===== src/rv_decode_config.svh =====
`ifndef RV_DECODE_CONFIG_SVH
`define RV_DECODE_CONFIG_SVH

// RV32I base opcodes, instr[6:0]
`define OPCODE_LUI         7'b0110111
`define OPCODE_AUIPC       7'b0010111
`define OPCODE_JAL         7'b1101111
`define OPCODE_JALR        7'b1100111
`define OPCODE_BRANCH      7'b1100011
`define OPCODE_LOAD        7'b0000011
`define OPCODE_STORE       7'b0100011
`define OPCODE_ITYPE       7'b0010011
`define OPCODE_RTYPE       7'b0110011
`define OPCODE_FENCE       7'b0001111
`define OPCODE_ENVIRONMENT 7'b1110011

// Shift right (SRLI and SRAI share funct3)
`define ITYPE_SRXI 3'b101

// Zicsr funct3 codes
`define CSR_CSRRW  3'b001
`define CSR_CSRRS  3'b010
`define CSR_CSRRC  3'b011
`define CSR_CSRRWI 3'b101
`define CSR_CSRRSI 3'b110
`define CSR_CSRRCI 3'b111

// ALU operand A select
`define ALU_SRC_A_NONE 2'b00
`define ALU_SRC_A_PC   2'b01
`define ALU_SRC_A_RD1  2'b10
`define ALU_SRC_A_RS1  2'b11

// ALU operand B select
`define ALU_SRC_B_NONE  3'b000
`define ALU_SRC_B_IMM   3'b001
`define ALU_SRC_B_RD2   3'b010
`define ALU_SRC_B_SHAMT 3'b011
`define ALU_SRC_B_CSR   3'b100

// Register file write-data select
`define RF_WD_NONE 3'b000
`define RF_WD_LUI  3'b001
`define RF_WD_ALU  3'b010
`define RF_WD_JUMP 3'b011
`define RF_WD_LOAD 3'b100
`define RF_WD_CSR  3'b101

`endif


===== src/rv_decode_pkg.sv =====
`default_nettype none

package rv_decode_pkg;

	// Raw 32-bit instruction word
	typedef logic [31:0] instr_t;

	// instr[6:0]
	typedef logic [6:0] opcode_t;

	// instr[14:12]
	typedef logic [2:0] funct3_t;

	// rd, rs1 or rs2 index
	typedef logic [4:0] reg_addr_t;

	// Sign-extended immediate, or zero-extended CSR uimm
	typedef logic [31:0] imm_t;

	// instr[31:20] for Zicsr
	typedef logic [11:0] csr_addr_t;

	// Operand A select, values from ALU_SRC_A_* macros
	typedef logic [1:0] alu_src_a_t;

	// Operand B select, values from ALU_SRC_B_* macros
	typedef logic [2:0] alu_src_b_t;

	// Write-back source, values from RF_WD_* macros
	typedef logic [2:0] rf_wd_sel_t;

endpackage

`default_nettype wire


===== src/decode_fields_if.sv =====
`timescale 1ns/100ps
`default_nettype none

interface decode_fields_if;
	import rv_decode_pkg::*;

	// Combinational fields of the current instruction
	opcode_t   opcode;
	funct3_t   funct3;
	reg_addr_t rd;
	reg_addr_t rs1;
	reg_addr_t rs2;
	csr_addr_t csr_addr;
	imm_t      imm;

	// Field extractor side
	modport producer (
		output opcode, funct3, rd, rs1, rs2, csr_addr, imm
	);

	// Control unit only looks at the decode keys
	modport consumer (
		input opcode, funct3
	);

	// Output register captures everything
	modport sink (
		input opcode, funct3, rd, rs1, rs2, csr_addr, imm
	);

endinterface

`default_nettype wire


===== src/control_unit.sv =====
`timescale 1ns/100ps
`default_nettype none

`include "rv_decode_config.svh"

module control_unit (
	input  logic                      write_done,
	decode_fields_if.consumer         fields,
	output logic                      jump,
	output logic                      branch,
	output rv_decode_pkg::alu_src_a_t alu_src_a_select,
	output rv_decode_pkg::alu_src_b_t alu_src_b_select,
	output logic                      csr_write_enable,
	output logic                      register_file_write,
	output rv_decode_pkg::rf_wd_sel_t register_file_write_data_select,
	output logic                      memory_read,
	output logic                      memory_write,
	output logic                      pc_stall,
	output logic                      illegal
);

	// Hold the PC until the previous write completes
	assign pc_stall = !write_done;

	always_comb begin
		// Inactive word, each opcode only sets what it needs
		jump                            = 1'b0;
		branch                          = 1'b0;
		alu_src_a_select                = `ALU_SRC_A_NONE;
		alu_src_b_select                = `ALU_SRC_B_NONE;
		csr_write_enable                = 1'b0;
		register_file_write             = 1'b0;
		register_file_write_data_select = `RF_WD_NONE;
		memory_read                     = 1'b0;
		memory_write                    = 1'b0;
		illegal                         = 1'b0;

		case (fields.opcode)
			`OPCODE_LUI: begin
				// Immediate goes straight to rd, no ALU
				register_file_write             = 1'b1;
				register_file_write_data_select = `RF_WD_LUI;
			end
			`OPCODE_AUIPC: begin
				// PC + upper immediate
				alu_src_a_select                = `ALU_SRC_A_PC;
				alu_src_b_select                = `ALU_SRC_B_IMM;
				register_file_write             = 1'b1;
				register_file_write_data_select = `RF_WD_ALU;
			end
			`OPCODE_JAL: begin
				// Target PC + imm, link PC+4
				jump                            = 1'b1;
				alu_src_a_select                = `ALU_SRC_A_PC;
				alu_src_b_select                = `ALU_SRC_B_IMM;
				register_file_write             = 1'b1;
				register_file_write_data_select = `RF_WD_JUMP;
			end
			`OPCODE_JALR: begin
				// Target R[rs1] + imm, link PC+4
				jump                            = 1'b1;
				alu_src_a_select                = `ALU_SRC_A_RD1;
				alu_src_b_select                = `ALU_SRC_B_IMM;
				register_file_write             = 1'b1;
				register_file_write_data_select = `RF_WD_JUMP;
			end
			`OPCODE_BRANCH: begin
				// Compare R[rs1] with R[rs2], no write-back
				branch           = 1'b1;
				alu_src_a_select = `ALU_SRC_A_RD1;
				alu_src_b_select = `ALU_SRC_B_RD2;
			end
			`OPCODE_LOAD: begin
				// Address R[rs1] + imm
				alu_src_a_select                = `ALU_SRC_A_RD1;
				alu_src_b_select                = `ALU_SRC_B_IMM;
				register_file_write             = 1'b1;
				register_file_write_data_select = `RF_WD_LOAD;
				memory_read                     = 1'b1;
			end
			`OPCODE_STORE: begin
				// Address R[rs1] + imm
				alu_src_a_select = `ALU_SRC_A_RD1;
				alu_src_b_select = `ALU_SRC_B_IMM;
				memory_write     = 1'b1;
			end
			`OPCODE_ITYPE: begin
				alu_src_a_select = `ALU_SRC_A_RD1;
				// Right shifts take shamt instead of the full immediate
				alu_src_b_select = (fields.funct3 == `ITYPE_SRXI) ?
					`ALU_SRC_B_SHAMT : `ALU_SRC_B_IMM;
				register_file_write             = 1'b1;
				register_file_write_data_select = `RF_WD_ALU;
			end
			`OPCODE_RTYPE: begin
				alu_src_a_select                = `ALU_SRC_A_RD1;
				alu_src_b_select                = `ALU_SRC_B_RD2;
				register_file_write             = 1'b1;
				register_file_write_data_select = `RF_WD_ALU;
			end
			`OPCODE_FENCE: begin
				// Nothing to do in order, single-issue core
			end
			`OPCODE_ENVIRONMENT: begin
				// funct3 zero is ECALL/EBREAK, treated as no-op
				if (fields.funct3 != 3'b000) begin
					csr_write_enable                = 1'b1;
					register_file_write             = 1'b1;
					register_file_write_data_select = `RF_WD_CSR;
					// Plain writes need no old CSR value on B
					if (fields.funct3 == `CSR_CSRRW || fields.funct3 == `CSR_CSRRWI)
						alu_src_b_select = `ALU_SRC_B_NONE;
					else
						alu_src_b_select = `ALU_SRC_B_CSR;
					// Register forms read R[rs1], immediate forms use uimm
					if (fields.funct3 == `CSR_CSRRW || fields.funct3 == `CSR_CSRRS ||
						fields.funct3 == `CSR_CSRRC)
						alu_src_a_select = `ALU_SRC_A_RD1;
					else
						alu_src_a_select = `ALU_SRC_A_RS1;
				end
			end
			default: begin
				// Unknown opcode, word stays inactive
				illegal = 1'b1;
			end
		endcase
	end

	// At most one of PC redirect, branch or memory access per instruction
	always_comb begin
		assert ($onehot0({jump, branch, memory_read, memory_write}))
			else $error("control_unit: jump/branch/load/store overlap");
		assert (!csr_write_enable || register_file_write)
			else $error("control_unit: CSR write without rd write-back");
	end

endmodule

`default_nettype wire


===== src/decode_output_reg.sv =====
`timescale 1ns/100ps
`default_nettype none

`include "rv_decode_config.svh"

module decode_output_reg (
	input  logic                      clk,
	input  logic                      arst_n,
	input  logic                      instr_valid,
	decode_fields_if.sink             fields,
	input  logic                      dec_jump,
	input  logic                      dec_branch,
	input  rv_decode_pkg::alu_src_a_t dec_alu_src_a_select,
	input  rv_decode_pkg::alu_src_b_t dec_alu_src_b_select,
	input  logic                      dec_csr_write_enable,
	input  logic                      dec_register_file_write,
	input  rv_decode_pkg::rf_wd_sel_t dec_register_file_write_data_select,
	input  logic                      dec_memory_read,
	input  logic                      dec_memory_write,
	input  logic                      dec_illegal,
	output logic                      out_valid,
	output rv_decode_pkg::reg_addr_t  rd_addr,
	output rv_decode_pkg::reg_addr_t  rs1_addr,
	output rv_decode_pkg::reg_addr_t  rs2_addr,
	output rv_decode_pkg::csr_addr_t  csr_addr,
	output rv_decode_pkg::imm_t       imm,
	output logic                      jump,
	output logic                      branch,
	output rv_decode_pkg::alu_src_a_t alu_src_a_select,
	output rv_decode_pkg::alu_src_b_t alu_src_b_select,
	output logic                      csr_write_enable,
	output logic                      register_file_write,
	output rv_decode_pkg::rf_wd_sel_t register_file_write_data_select,
	output logic                      memory_read,
	output logic                      memory_write,
	output logic                      illegal
);

	// Strobe and control word reset to inactive
	always_ff @(posedge clk or negedge arst_n) begin
		if (!arst_n) begin
			out_valid                       <= 1'b0;
			jump                            <= 1'b0;
			branch                          <= 1'b0;
			alu_src_a_select                <= `ALU_SRC_A_NONE;
			alu_src_b_select                <= `ALU_SRC_B_NONE;
			csr_write_enable                <= 1'b0;
			register_file_write             <= 1'b0;
			register_file_write_data_select <= `RF_WD_NONE;
			memory_read                     <= 1'b0;
			memory_write                    <= 1'b0;
			illegal                         <= 1'b0;
		end else begin
			// One pulse per accepted instruction
			out_valid <= instr_valid;
			if (instr_valid) begin
				jump                            <= dec_jump;
				branch                          <= dec_branch;
				alu_src_a_select                <= dec_alu_src_a_select;
				alu_src_b_select                <= dec_alu_src_b_select;
				csr_write_enable                <= dec_csr_write_enable;
				register_file_write             <= dec_register_file_write;
				register_file_write_data_select <= dec_register_file_write_data_select;
				memory_read                     <= dec_memory_read;
				memory_write                    <= dec_memory_write;
				illegal                         <= dec_illegal;
			end
		end
	end

	// Operand fields qualified by out_valid downstream
	always_ff @(posedge clk) begin
		if (instr_valid) begin
			rd_addr  <= fields.rd;
			rs1_addr <= fields.rs1;
			rs2_addr <= fields.rs2;
			csr_addr <= fields.csr_addr;
			imm      <= fields.imm;
		end
	end

	// No output strobe without a strobe one cycle earlier
	assert property (@(posedge clk) disable iff (!arst_n)
		!instr_valid |=> !out_valid)
		else $error("decode_output_reg: out_valid without instr_valid");

	// Strobe must be clean once out of reset
	assert property (@(posedge clk) disable iff (!arst_n)
		!$isunknown(out_valid))
		else $error("decode_output_reg: out_valid is X");

endmodule

`default_nettype wire


===== src/decode_stage.sv =====
`timescale 1ns/100ps
`default_nettype none

module decode_stage (
	input  logic                      clk,
	input  logic                      arst_n,
	input  logic                      instr_valid,
	input  rv_decode_pkg::instr_t     instr,
	input  logic                      write_done,
	output logic                      out_valid,
	output rv_decode_pkg::reg_addr_t  rd_addr,
	output rv_decode_pkg::reg_addr_t  rs1_addr,
	output rv_decode_pkg::reg_addr_t  rs2_addr,
	output rv_decode_pkg::csr_addr_t  csr_addr,
	output rv_decode_pkg::imm_t       imm,
	output logic                      jump,
	output logic                      branch,
	output rv_decode_pkg::alu_src_a_t alu_src_a_select,
	output rv_decode_pkg::alu_src_b_t alu_src_b_select,
	output logic                      csr_write_enable,
	output logic                      register_file_write,
	output rv_decode_pkg::rf_wd_sel_t register_file_write_data_select,
	output logic                      memory_read,
	output logic                      memory_write,
	output logic                      illegal,
	output logic                      pc_stall
);
	import rv_decode_pkg::*;

	// Unregistered control word
	logic       dec_jump;
	logic       dec_branch;
	alu_src_a_t dec_alu_src_a_select;
	alu_src_b_t dec_alu_src_b_select;
	logic       dec_csr_write_enable;
	logic       dec_register_file_write;
	rf_wd_sel_t dec_register_file_write_data_select;
	logic       dec_memory_read;
	logic       dec_memory_write;
	logic       dec_illegal;

	decode_fields_if u_fields ();

	// Slice fields and build immediate
	instr_field_extract u_instr_field_extract (
		.instr  (instr),
		.fields (u_fields)
	);

	// pc_stall leaves here unregistered
	control_unit u_control_unit (
		.write_done                      (write_done),
		.fields                          (u_fields),
		.jump                            (dec_jump),
		.branch                          (dec_branch),
		.alu_src_a_select                (dec_alu_src_a_select),
		.alu_src_b_select                (dec_alu_src_b_select),
		.csr_write_enable                (dec_csr_write_enable),
		.register_file_write             (dec_register_file_write),
		.register_file_write_data_select (dec_register_file_write_data_select),
		.memory_read                     (dec_memory_read),
		.memory_write                    (dec_memory_write),
		.pc_stall                        (pc_stall),
		.illegal                         (dec_illegal)
	);

	// One-cycle pipeline register toward execute
	decode_output_reg u_decode_output_reg (
		.clk                                 (clk),
		.arst_n                              (arst_n),
		.instr_valid                         (instr_valid),
		.fields                              (u_fields),
		.dec_jump                            (dec_jump),
		.dec_branch                          (dec_branch),
		.dec_alu_src_a_select                (dec_alu_src_a_select),
		.dec_alu_src_b_select                (dec_alu_src_b_select),
		.dec_csr_write_enable                (dec_csr_write_enable),
		.dec_register_file_write             (dec_register_file_write),
		.dec_register_file_write_data_select (dec_register_file_write_data_select),
		.dec_memory_read                     (dec_memory_read),
		.dec_memory_write                    (dec_memory_write),
		.dec_illegal                         (dec_illegal),
		.out_valid                           (out_valid),
		.rd_addr                             (rd_addr),
		.rs1_addr                            (rs1_addr),
		.rs2_addr                            (rs2_addr),
		.csr_addr                            (csr_addr),
		.imm                                 (imm),
		.jump                                (jump),
		.branch                              (branch),
		.alu_src_a_select                    (alu_src_a_select),
		.alu_src_b_select                    (alu_src_b_select),
		.csr_write_enable                    (csr_write_enable),
		.register_file_write                 (register_file_write),
		.register_file_write_data_select     (register_file_write_data_select),
		.memory_read                         (memory_read),
		.memory_write                        (memory_write),
		.illegal                             (illegal)
	);

endmodule

`default_nettype wire


===== src/instr_field_extract.sv =====
`timescale 1ns/100ps
`default_nettype none

`include "rv_decode_config.svh"

module instr_field_extract (
	input  rv_decode_pkg::instr_t instr,
	decode_fields_if.producer     fields
);
	import rv_decode_pkg::*;

	imm_t imm;

	// Fixed bit positions, same for every format
	assign fields.opcode   = instr[6:0];
	assign fields.funct3   = instr[14:12];
	assign fields.rd       = instr[11:7];
	assign fields.rs1      = instr[19:15];
	assign fields.rs2      = instr[24:20];
	assign fields.csr_addr = instr[31:20];

	// Immediate by format, instr[31] is always the sign bit
	always_comb begin
		imm = '0;
		case (instr[6:0])
			`OPCODE_JALR, `OPCODE_LOAD, `OPCODE_ITYPE: begin
				// I-type
				imm = {{20{instr[31]}}, instr[31:20]};
			end
			`OPCODE_STORE: begin
				// S-type, split around rd slot
				imm = {{20{instr[31]}}, instr[31:25], instr[11:7]};
			end
			`OPCODE_BRANCH: begin
				// B-type, halfword aligned
				imm = {{19{instr[31]}}, instr[31], instr[7], instr[30:25],
					instr[11:8], 1'b0};
			end
			`OPCODE_LUI, `OPCODE_AUIPC: begin
				// U-type, upper 20 bits
				imm = {instr[31:12], 12'b0};
			end
			`OPCODE_JAL: begin
				// J-type, halfword aligned
				imm = {{11{instr[31]}}, instr[31], instr[19:12], instr[20],
					instr[30:21], 1'b0};
			end
			`OPCODE_ENVIRONMENT: begin
				// CSR uimm lives in the rs1 slot, zero-extended
				imm = {27'b0, instr[19:15]};
			end
			default: begin
				imm = '0;
			end
		endcase
	end

	assign fields.imm = imm;

endmodule

`default_nettype wire


===== config.mk =====
export PLATFORM = sky130hd
export DESIGN_NAME = decode_stage
export DESIGN_NICKNAME = d
export VERILOG_FILES = /design/src/rv_decode_pkg.sv /design/src/decode_fields_if.sv /design/src/control_unit.sv /design/src/decode_output_reg.sv /design/src/decode_stage.sv /design/src/instr_field_extract.sv
export VERILOG_INCLUDE_DIRS = /design/src /design/src/src
export SDC_FILE = /design/constraint.sdc
export NUM_CORES = 1
export LEC_CHECK = 0
export ABC_AREA = 0
export BUFFER_PORTS_ARGS = -buffer_cell sky130_fd_sc_hd__buf_4
export CORE_UTILIZATION = 49
export CTS_CLUSTER_DIAMETER = 120
export DETAILED_ROUTE_END_ITERATION = 16
export PLACE_DENSITY = 0.82
export SLEW_MARGIN = 15
export SYNTH_ARGS = -nofsm -noshare
export SYNTH_HDL_FRONTEND = slang
export SYNTH_SLANG_ARGS = --single-unit
export TNS_END_PERCENT = 20

===== constraint.sdc =====
create_clock -name clk -period 1.1 [get_ports clk]
set_input_delay 0.275 -clock clk [delete_from_list [all_inputs] [get_ports clk]]
set_output_delay 0.275 -clock clk [all_outputs]
set_load 0.02 [all_outputs]

==> results of run 1 <==
registers in the layout, indices dropped and copies added (netlist names):
name / flops
u_decode_output_reg.rd_addr: 5
u_decode_output_reg.csr_addr: 12
u_decode_output_reg.register_file_write: 1
u_decode_output_reg.imm: 32
u_decode_output_reg.branch: 1
u_decode_output_reg.out_valid: 1
u_decode_output_reg.jump: 1
u_decode_output_reg.register_file_write_data_select: 3
u_decode_output_reg.illegal: 1
u_decode_output_reg.alu_src_b_select: 3
u_decode_output_reg.alu_src_a_select: 2
u_decode_output_reg.memory_write: 1
u_decode_output_reg.memory_read: 1
u_decode_output_reg.rs1_addr: 5
u_decode_output_reg.csr_write_enable: 1
worst reg2reg max path: cells and delay by family (launching register included):
kind / cells / cell delay [ps]
flops: 1 / 410
compound gates: 1 / 190
simple gates: 1 / 150
cells by family after synthesis:
| kind of cell | synth area share (%) |
|---|---|
| AO/OA/AOI/OAI | 15.3 |
| buffers and inverters | 5.96 |
| flip-flops | 68.3 |
| multiplexers | 0.761 |
| AND/OR/NAND/NOR | 9.64 |
worst max path at each step:
| stage | endpoint | depth (start not counted) | slack [ps] | startpoint |
|---|---|---|---|---|
| 2_1_floorplan | u_decode_output_reg.imm[1] | 6 | -270 | instr[3] |
| 3_3_place_gp | u_decode_output_reg.imm[11] | 6 | -460 | instr[5] |
| 3_5_place_dp | u_decode_output_reg.imm[3] | 6 | -470 | instr[6] |
| 4_1_cts | csr_addr[2] | 1 | -140 | u_decode_output_reg.csr_addr[2] |
| 5_1_grt | rs2_addr[1] | 1 | -170 | u_decode_output_reg.csr_addr[1] |
| 6_report | rs2_addr[2] | 1 | -140 | u_decode_output_reg.csr_addr[2] |
Yosys cell counts, types with 2 or more instances:
master	instances
nand2_1	10
nor3_1	2
a31oi_1	4
a211oi_1	2
buf_4	9
inv_1	17
mux2_2	2
a21o_1	19
nand4b_1	2
o21a_1	2
nand3_1	4
nor2_1	12
a21oi_1	8
o22ai_1	4
a32oi_1	4
and2_1	8
or3_1	2
buf_2	3
o21ai_0	9
a21oi_2	2
nor2b_1	3
edfxtp_1	54
dfrtp_1	16
clkbuf_1	4
layout make-up:
cell class / instances / area, um2 / share of cell area [%]
clock buffer: 9 / 124 / 2.57
clock inverter: 6 / 87.6 / 1.82
inverter: 17 / 63.8 / 1.32
multi-input combinational: 118 / 908 / 18.8
sequential: 70 / 2020 / 42.0
tap: 72 / 90.1 / 1.87
timing repair buffer: 155 / 1520 / 31.6
routing by layer:
layer,up-vias,GRT usage (%)
met1,1237,33.6
li1,1119,-
met4,0,12.9
met3,21,7.31
met2,180,48.8
met5,-,0
where the power goes:
| part | internal (mW) | switching (mW) |
|---|---|---|
| Sequential | 3.03 | 0.104 |
| Combinational | 0.578 | 0.587 |
| Clock | 1.26 | 0.974 |
| Total | 4.87 | 1.67 |
metrics by stage:
stage          instances  area, um2  total power [mW]  setup WS [ps]  setup TNS [ps]
2_1_floorplan        223       2970              3.54           -269           -9030
3_3_place_gp         425       4090              4.08           -460          -16010
3_5_place_dp         425       4090              4.11           -469          -17650
4_1_cts              442       4620              6.44           -137           -5700
5_1_grt              447       4820              6.73           -167           -9020
6_report             447       4820              6.53           -142           -6350
timing repair:
| item | in CTS | in global routing |
|---|---|---|
| gates resized for setup | 81 | 43 |
| endpoints found under the hold margin | 16 | 0 |
| gates cloned | 0 | 1 |
| pin swaps | 7 | 8 |
| setup buffers | 1 | 4 |
| setup endpoints to repair | 114 | 114 |
| hold buffers | 1 | 0 |
==> flow_summary_export.csv, run 1 <==
group,metric,value,unit
synth,synth_seq_cells,70,
critical_path,regToRegStartpoint,"u_decode_output_reg.memory_write",
critical_path,cp-start-kind,"flop",
cells_and_area,fill_cells,269,
drt,avgRoutedWirePerCell,20.8,um
timing,period_needed,1240,ps
floorplanning,placementRows,27,
grt,grt_first_pass_wirelength,13000,um
critical_path,cp.required,820,ps
critical_path,crit_buf_inv,1,
clocking,h-tree-depth,3,
critical_path,crit_type,"flop to primary output",
critical_path,r2r-end,"u_decode_output_reg.memory_write",
drt,drt_iter0_markers,196,
floorplanning,ios,112,
timing,period_share,113,%
floorplanning,core_area,5680,um2
run_status,status,"complete, but fails checks",
grt,overflow,0,
floorplanning,die_x,79.7,um
cells_and_area,layout-area-overhead-vs-synth,62.8,%
timing,worst_slew_pin_slew,427,ps
cells_and_area,fin_nets,407,
grt,track_usage,28.5,%
clocking,cts_made_buffers,9,
synth,synth_top_area_cell,"edfxtp_1",
synth,synth_area,2960,um2
cells_and_area,n_antenna_cell,0,
drt,ant_nets,0,
cells_and_area,final_cell_mix,"buf_6, buf_4, edfxtp_1, a21o_1, inv_1",
critical_path,ff2ff_path_depth,2,
drt,wl_met3,841,um
min_path,hold_depth,1,
synth,ys_types,45,
synth,syn_avg_cell_area,13.3,um2
clocking,clk_pin_slew,70,ps
grt,grt_pass1_vias,2533,
timing,setup_viol,93,
run_status,violations,"setup timing",
drt,wl,9280,um
clocking,cts-root-buf,"clkbuf_8",
critical_path,crit_path_end_kind,"primary output",
drt,viasPerCell,5.72,
floorplanning,start_util,52.2,%
synth,synth-edff-count,54,
critical_path,cpPeakStageDelay,460,ps
critical_path,crit_family,"flip-flops",
critical_path,cp_max_fo,2,
timing,final.setup_skew,0,ps
placement,io_buffers,111,
synth,synth_ff_type,"edfxtp_1",
power,p_leak,2.21,nW
synth,synth_area_leaders,"edfxtp_1, dfrtp_1, a21o_1, buf_4, inv_1",
grt,grt_max_degree,36,
timing,rsz0062_at_grt,"true",
min_path,min_to,"u_decode_output_reg.rd_addr[2]",
drt,wl_met1,3540,um
synth,synth-async-reset-ratio,22.9,%
timing,hold_viol,0,
job,cap_violations,0,
critical_path,path_cells,"buf_6",
cells_and_area,final_common_cell,"buf_6",
synth,synth_warnings,0,
timing,setup_slack,-142,ps
floorplanning,die_h,79.7,um
clocking,cts.sinks,70,
drt,drc,0,
synth,synthDominantCellAreaShare,54.8,%
drt,routed.top_layer,"met4",
timing,hold-worst-slack,125,ps
min_path,hold_path_class,"input pin to flop",
synth,syn_inst,223,
timing,slew_violations,0,
drt,vias,2557,
critical_path,crit_arrival,970,ps
cells_and_area,post-route-util,84.9,%
timing,slew_headroom,71.4,%
min_path,hp-start,"instr[9]",
drt,drt-pass1-iter-count,4,
power,peakVddDrop,0.000883,V
critical_path,reg2reg_slack,250,ps
timing,max_freq,805,MHz
power,powerDensity,1360,nW/um2
clocking,cts_tree,"done",
clocking,clk_latency,340,ps
placement,gp_congestion,0.821,
cells_and_area,drive_above_1_share,53.6,%
critical_path,slowest_stage,"edfxtp_1",
placement,dp.final_hpwl,5700,um
drt,wl_met2,4710,um
clocking,clk_path_buf_depth,2,
synth,syn-num-nets,259,
grt,antenna_found_initial,0,
floorplanning,dieArea,6360,um2
synth,seq_area_frac_synth,68.3,%
Power figures use the tool's default switching activity.
==> inputs of run 2 (changes only) <==
CORE_MARGIN = 4   (was unset)
MAX_ROUTING_LAYER = met4   (was unset)
SKIP_LAST_GASP = 1   (was unset)
==> flow_summary_export.csv, run 2 (same netlist as run 1, synthesis figures left out) <==
group,metric,value,unit
drt,drt-pass1-iter-count,4,
cells_and_area,reg_top3,"u_decode_output_reg.imm (32), u_decode_output_reg.csr_addr (12)",
placement,gp_congestion,0.887,
grt,overflow,0,
drt,viasPerCell,5.20,
timing,worst_slew_pin_slew,367,ps
timing,period_share,109,%
cells_and_area,final_common_cell,"buf_4",
timing,rsz0062_at_grt,"true",
timing,hold_viol,0,
critical_path,slowest_stage,"edfxtp_1",
clocking,cts_made_buffers,9,
timing,slew_violations,0,
critical_path,cp-startpoint,"u_decode_output_reg.csr_addr[2]",
critical_path,crit_cells,1,
critical_path,cp-start-kind,"flop",
timing,setup_viol,102,
floorplanning,die_h,85.7,um
drt,drt_iter0_markers,121,
grt,antenna_found_initial,0,
floorplanning,core_area,5890,um2
power,p_total,5.90,mW
critical_path,crit_type,"flop to primary output",
critical_path,regToRegStartpoint,"u_decode_output_reg.memory_write",
critical_path,cp.required,820,ps
critical_path,cp_max_fo,2,
power,powerDensity,1300,nW/um2
clocking,h-tree-depth,3,
cells_and_area,fin_nets,422,
grt,grt_max_degree,26,
floorplanning,ios,112,
drt,avgRoutedWirePerCell,16.6,um
cells_and_area,n_antenna_cell,0,
timing,setup_slack,-99.5,ps
floorplanning,start_util,50.3,%
drt,wl,7760,um
run_status,violations,"setup timing",
power,p_leak,2.14,nW
power,peakVddDrop,0.000899,V
timing,period_needed,1200,ps
critical_path,endpoint,"rs2_addr[2]",
critical_path,ff2ff_path_depth,2,
cells_and_area,drive_above_1_share,52.7,%
critical_path,crit_arrival,920,ps
grt,grt_pass1_vias,2458,
drt,vias,2421,
timing,slew_headroom,75.5,%
cells_and_area,layout-area-overhead-vs-synth,53.4,%
critical_path,crit_path_end_kind,"primary output",
critical_path,r2r-end,"u_decode_output_reg.memory_write",
min_path,hold_path_class,"input pin to flop",
clocking,cts.sinks,70,
cells_and_area,post-route-util,77.1,%
drt,drc,0,
placement,io_buffers,111,
critical_path,crit_family,"flip-flops",
critical_path,reg2reg_slack,270,ps
placement,dp.final_hpwl,5790,um
cells_and_area,regMostFlops,"u_decode_output_reg.imm",
floorplanning,placementRows,28,
run_status,status,"complete, but fails checks",
timing,final.setup_skew,0,ps
cells_and_area,final_cell_mix,"buf_4, edfxtp_1, a21o_1, inv_1, dfrtp_1",
clocking,clk_latency,330,ps
drt,ant_nets,0,
clocking,cts_tree,"done",
critical_path,path_cells,"buf_4",
job,cap_violations,0,
grt,grt_first_pass_wirelength,12300,um
grt,track_usage,22.6,%
critical_path,cpPeakStageDelay,410,ps
clocking,clk_path_buf_depth,2,
cells_and_area,largest_register_ffs,32,
clocking,clk_pin_slew,80,ps
floorplanning,dieArea,7350,um2
clocking,cts-root-buf,"clkbuf_8",
timing,max_freq,834,MHz
floorplanning,die_x,85.7,um
critical_path,crit_buf_inv,1,
-- run 2: how the worst min path moves through the flow --
stage,startpoint,end,slack [ps],cells after the start
detailed placement,arst_n,u_decode_output_reg.alu_src_b_select[1],150,1
global placement,arst_n,u_decode_output_reg.branch,140,1
CTS,instr[8],u_decode_output_reg.rd_addr[1],110,1
floorplan,arst_n,u_decode_output_reg.alu_src_a_select[0],-20,0
global route,instr[9],u_decode_output_reg.rd_addr[2],100,1
finish,instr[9],u_decode_output_reg.rd_addr[2],130,1
-- run 2: area by class of cell --
type	count	area, um2
clock buffers	10	128
clock inverters	6	38.8
fillers	373	1350
inverters	17	63.8
multi-input cells	118	845
flip-flops and latches	70	2020
well taps	75	93.8
repair buffers	170	1350
-- run 2: per-stage QoR --
step                      instances  setup WS, ps  cell area [um2]  setup TNS [ps]  hold slack, ps
after floorplan                 223          -269             2970           -9030           -20.6
after global placement          445          -462             4210          -19110             141
after detailed placement        445          -551             4210          -20330             147
after CTS                       464          -120             4460           -6940             107
after global routing            466          -149             4540           -9610            97.7
final                           466         -99.5             4540           -5050             125
-- run 2: what timing repair did --
item | in CTS | in global routing
endpoints found under the hold margin | 16 | 0
pin swaps | 6 | 1
hold buffers | 1 | 0
buffers inserted | 2 | 2
setup endpoints to repair | 116 | 113
gates resized for setup | 17 | 15
-- run 2: report_power, final --
part	internal (mW)	total, mW	switching (mW)	leakage [nW]
logic	0.494	1.06	0.561	1.33
clock network	0.809	1.76	0.954	0.0820
registers	3.02	3.08	0.0604	0.729
total	4.33	5.90	1.58	2.14
-- run 2: metal layers --
metal	wire (um)	share of wire [%]	up-vias	track usage, %
met5	0	0	-	-
met4	60	0.77	0	6.19
met3	729	9.4	8	7.11
met2	3870	50	130	37.2
met1	3100	40	1140	26.9
li1	-	-	1143	-
-- run 2: worst register-to-register path, stage by stage (launching register included) --
cell     delay (ps)
dfrtp_1         380
nor2b_1         140
a41o_1          210
==> inputs of run 3 (changes only) <==
CELL_PAD_IN_SITES_DETAIL_PLACEMENT = 0   (was unset)
CELL_PAD_IN_SITES_GLOBAL_PLACEMENT = 1   (was unset)
CORE_UTILIZATION = 38   (was 49)
PLACE_DENSITY = 0.81   (was 0.82)
==> flow_summary_export.csv, run 3 (same netlist as run 1, synthesis figures left out) <==
group,metric,value,unit
floorplanning,start_util,40.0,%
drt,drt-pass1-iter-count,4,
power,peakVddDrop,0.000629,V
drt,vias,2353,
timing,setup_viol,102,
clocking,clk_path_buf_depth,2,
critical_path,crit_family,"flip-flops",
cells_and_area,seqCellArea,2020,um2
critical_path,cpPeakStageDelay,420,ps
clocking,cts-root-buf,"clkbuf_8",
timing,setup_slack,-104,ps
grt,grt_max_degree,42,
drt,drt_iter0_markers,115,
timing,period_needed,1200,ps
drt,avgRoutedWirePerCell,16.3,um
drt,viasPerCell,4.93,
cells_and_area,layout-area-overhead-vs-synth,54.4,%
floorplanning,placementRows,31,
clocking,cts_tree,"done",
placement,place_inst,456,
clocking,clk_pin_slew,80,ps
critical_path,crit_path_end_kind,"primary output",
drt,ant_nets,0,
drt,drc,0,
grt,grt_first_pass_wirelength,11500,um
timing,hold-worst-slack,119,ps
placement,gp_congestion,0.849,
timing,slew_headroom,78.4,%
clocking,cts_made_buffers,9,
critical_path,slowest_stage,"edfxtp_1",
clocking,h-tree-depth,3,
power,p_leak,2.12,nW
cells_and_area,reg_top3,"u_decode_output_reg.imm (32), u_decode_output_reg.csr_addr (12)",
cells_and_area,multi_input_area,848,um2
power,p_total,6.58,mW
critical_path,r2r-end,"u_decode_output_reg.memory_write",
timing,slew_violations,0,
cells_and_area,largest_register_ffs,32,
cells_and_area,regMostFlops,"u_decode_output_reg.imm",
cells_and_area,final_cell_mix,"buf_4, edfxtp_1, a21o_1, inv_1, dfrtp_1",
floorplanning,die_h,96.3,um
run_status,status,"complete, but fails checks",
cells_and_area,fill_cells,591,
critical_path,cp-start-kind,"flop",
min_path,min_to,"u_decode_output_reg.csr_addr[5]",
cells_and_area,post-route-util,61.7,%
cells_and_area,drive_above_1_share,49.7,%
min_path,hold_path_class,"input pin to flop",
placement,dp.final_hpwl,5700,um
cells_and_area,fin_area,4570,um2
placement,io_buffers,111,
critical_path,path_cells,"buf_4",
critical_path,regToRegStartpoint,"u_decode_output_reg.memory_write",
min_path,hold_depth,1,
timing,max_freq,831,MHz
timing,rsz0062_at_grt,"true",
cells_and_area,n_antenna_cell,0,
floorplanning,die_x,96.3,um
critical_path,ff2ff_path_depth,2,
timing,period_share,109,%
timing,hold_viol,0,
placement,post_dp_cell_area,4130,um2
run_status,violations,"setup timing",
grt,antenna_found_initial,0,
power,powerDensity,1440,nW/um2
clocking,cts.sinks,70,
grt,grt_pass1_vias,2300,
drt,wl,7790,um
clocking,clk_latency,340,ps
critical_path,crit_buf_inv,1,
cells_and_area,final_common_cell,"buf_4",
job,cap_violations,0,
timing,worst_slew_pin_slew,323,ps
critical_path,cp_max_fo,2,
critical_path,crit_arrival,930,ps
cells_and_area,fin_nets,409,
grt,track_usage,17.1,%
grt,overflow,0,
timing,final.setup_skew,0,ps
floorplanning,ios,112,
min_path,hp-start,"instr[25]",
critical_path,crit_type,"flop to primary output",
floorplanning,core_area,7410,um2
critical_path,reg2reg_slack,280,ps
cells_and_area,final_cells,477,
critical_path,cp.required,820,ps
floorplanning,dieArea,9270,um2
run 3: area by class of cell:
class	instances	area share, %
timing repair buffer	157	27.9
clock inverter	6	2.41
inverter	17	1.40
clock buffer	10	2.79
tap	99	2.71
sequential	70	44.2
multi-input combinational	118	18.6
run 3: worst max path at each step:
stage / startpoint / to / cells after the start
after floorplan: instr[3] / u_decode_output_reg.imm[1] / 6
after CTS: u_decode_output_reg.csr_addr[3] / rs2_addr[3] / 1
after global placement: instr[3] / u_decode_output_reg.imm[19] / 5
after global routing: u_decode_output_reg.csr_addr[3] / rs2_addr[3] / 1
final: u_decode_output_reg.csr_addr[3] / rs2_addr[3] / 1
after detailed placement: instr[3] / u_decode_output_reg.imm[19] / 5
run 3: per-stage QoR:
stage,setup WS (ps),TNS (ps)
after detailed placement,-522,-18810
final,-104,-5550
after CTS,-127,-5850
after floorplan,-269,-9030
after global placement,-482,-18570
after global routing,-142,-8960
run 3: report_power, final:
| part | leakage [nW] | switching (mW) | internal [mW] |
|---|---|---|---|
| combinational | 1.28 | 0.555 | 0.477 |
| sequential | 0.729 | 0.0613 | 3.02 |
| clock | 0.114 | 0.962 | 1.50 |
| total | 2.12 | 1.58 | 5.00 |
run 3: routing by layer:
| metal | track usage, % | wire length, um | up-vias |
|---|---|---|---|
| met5 | - | 0 | - |
| met4 | 4.98 | 51 | 0 |
| met3 | 3.83 | 600 | 6 |
| met2 | 27.1 | 3780 | 93 |
| met1 | 21.9 | 3350 | 1129 |
| li1 | - | - | 1125 |
run 3: what timing repair did:
item | CTS | global route
hold buffers | 1 | 0
endpoints found under the setup margin | 109 | 116
gates cloned | 1 | 0
endpoints found under the hold margin | 16 | 0
buffers inserted | 3 | 1
pin swaps | 5 | 1
gates resized for setup | 24 | 17
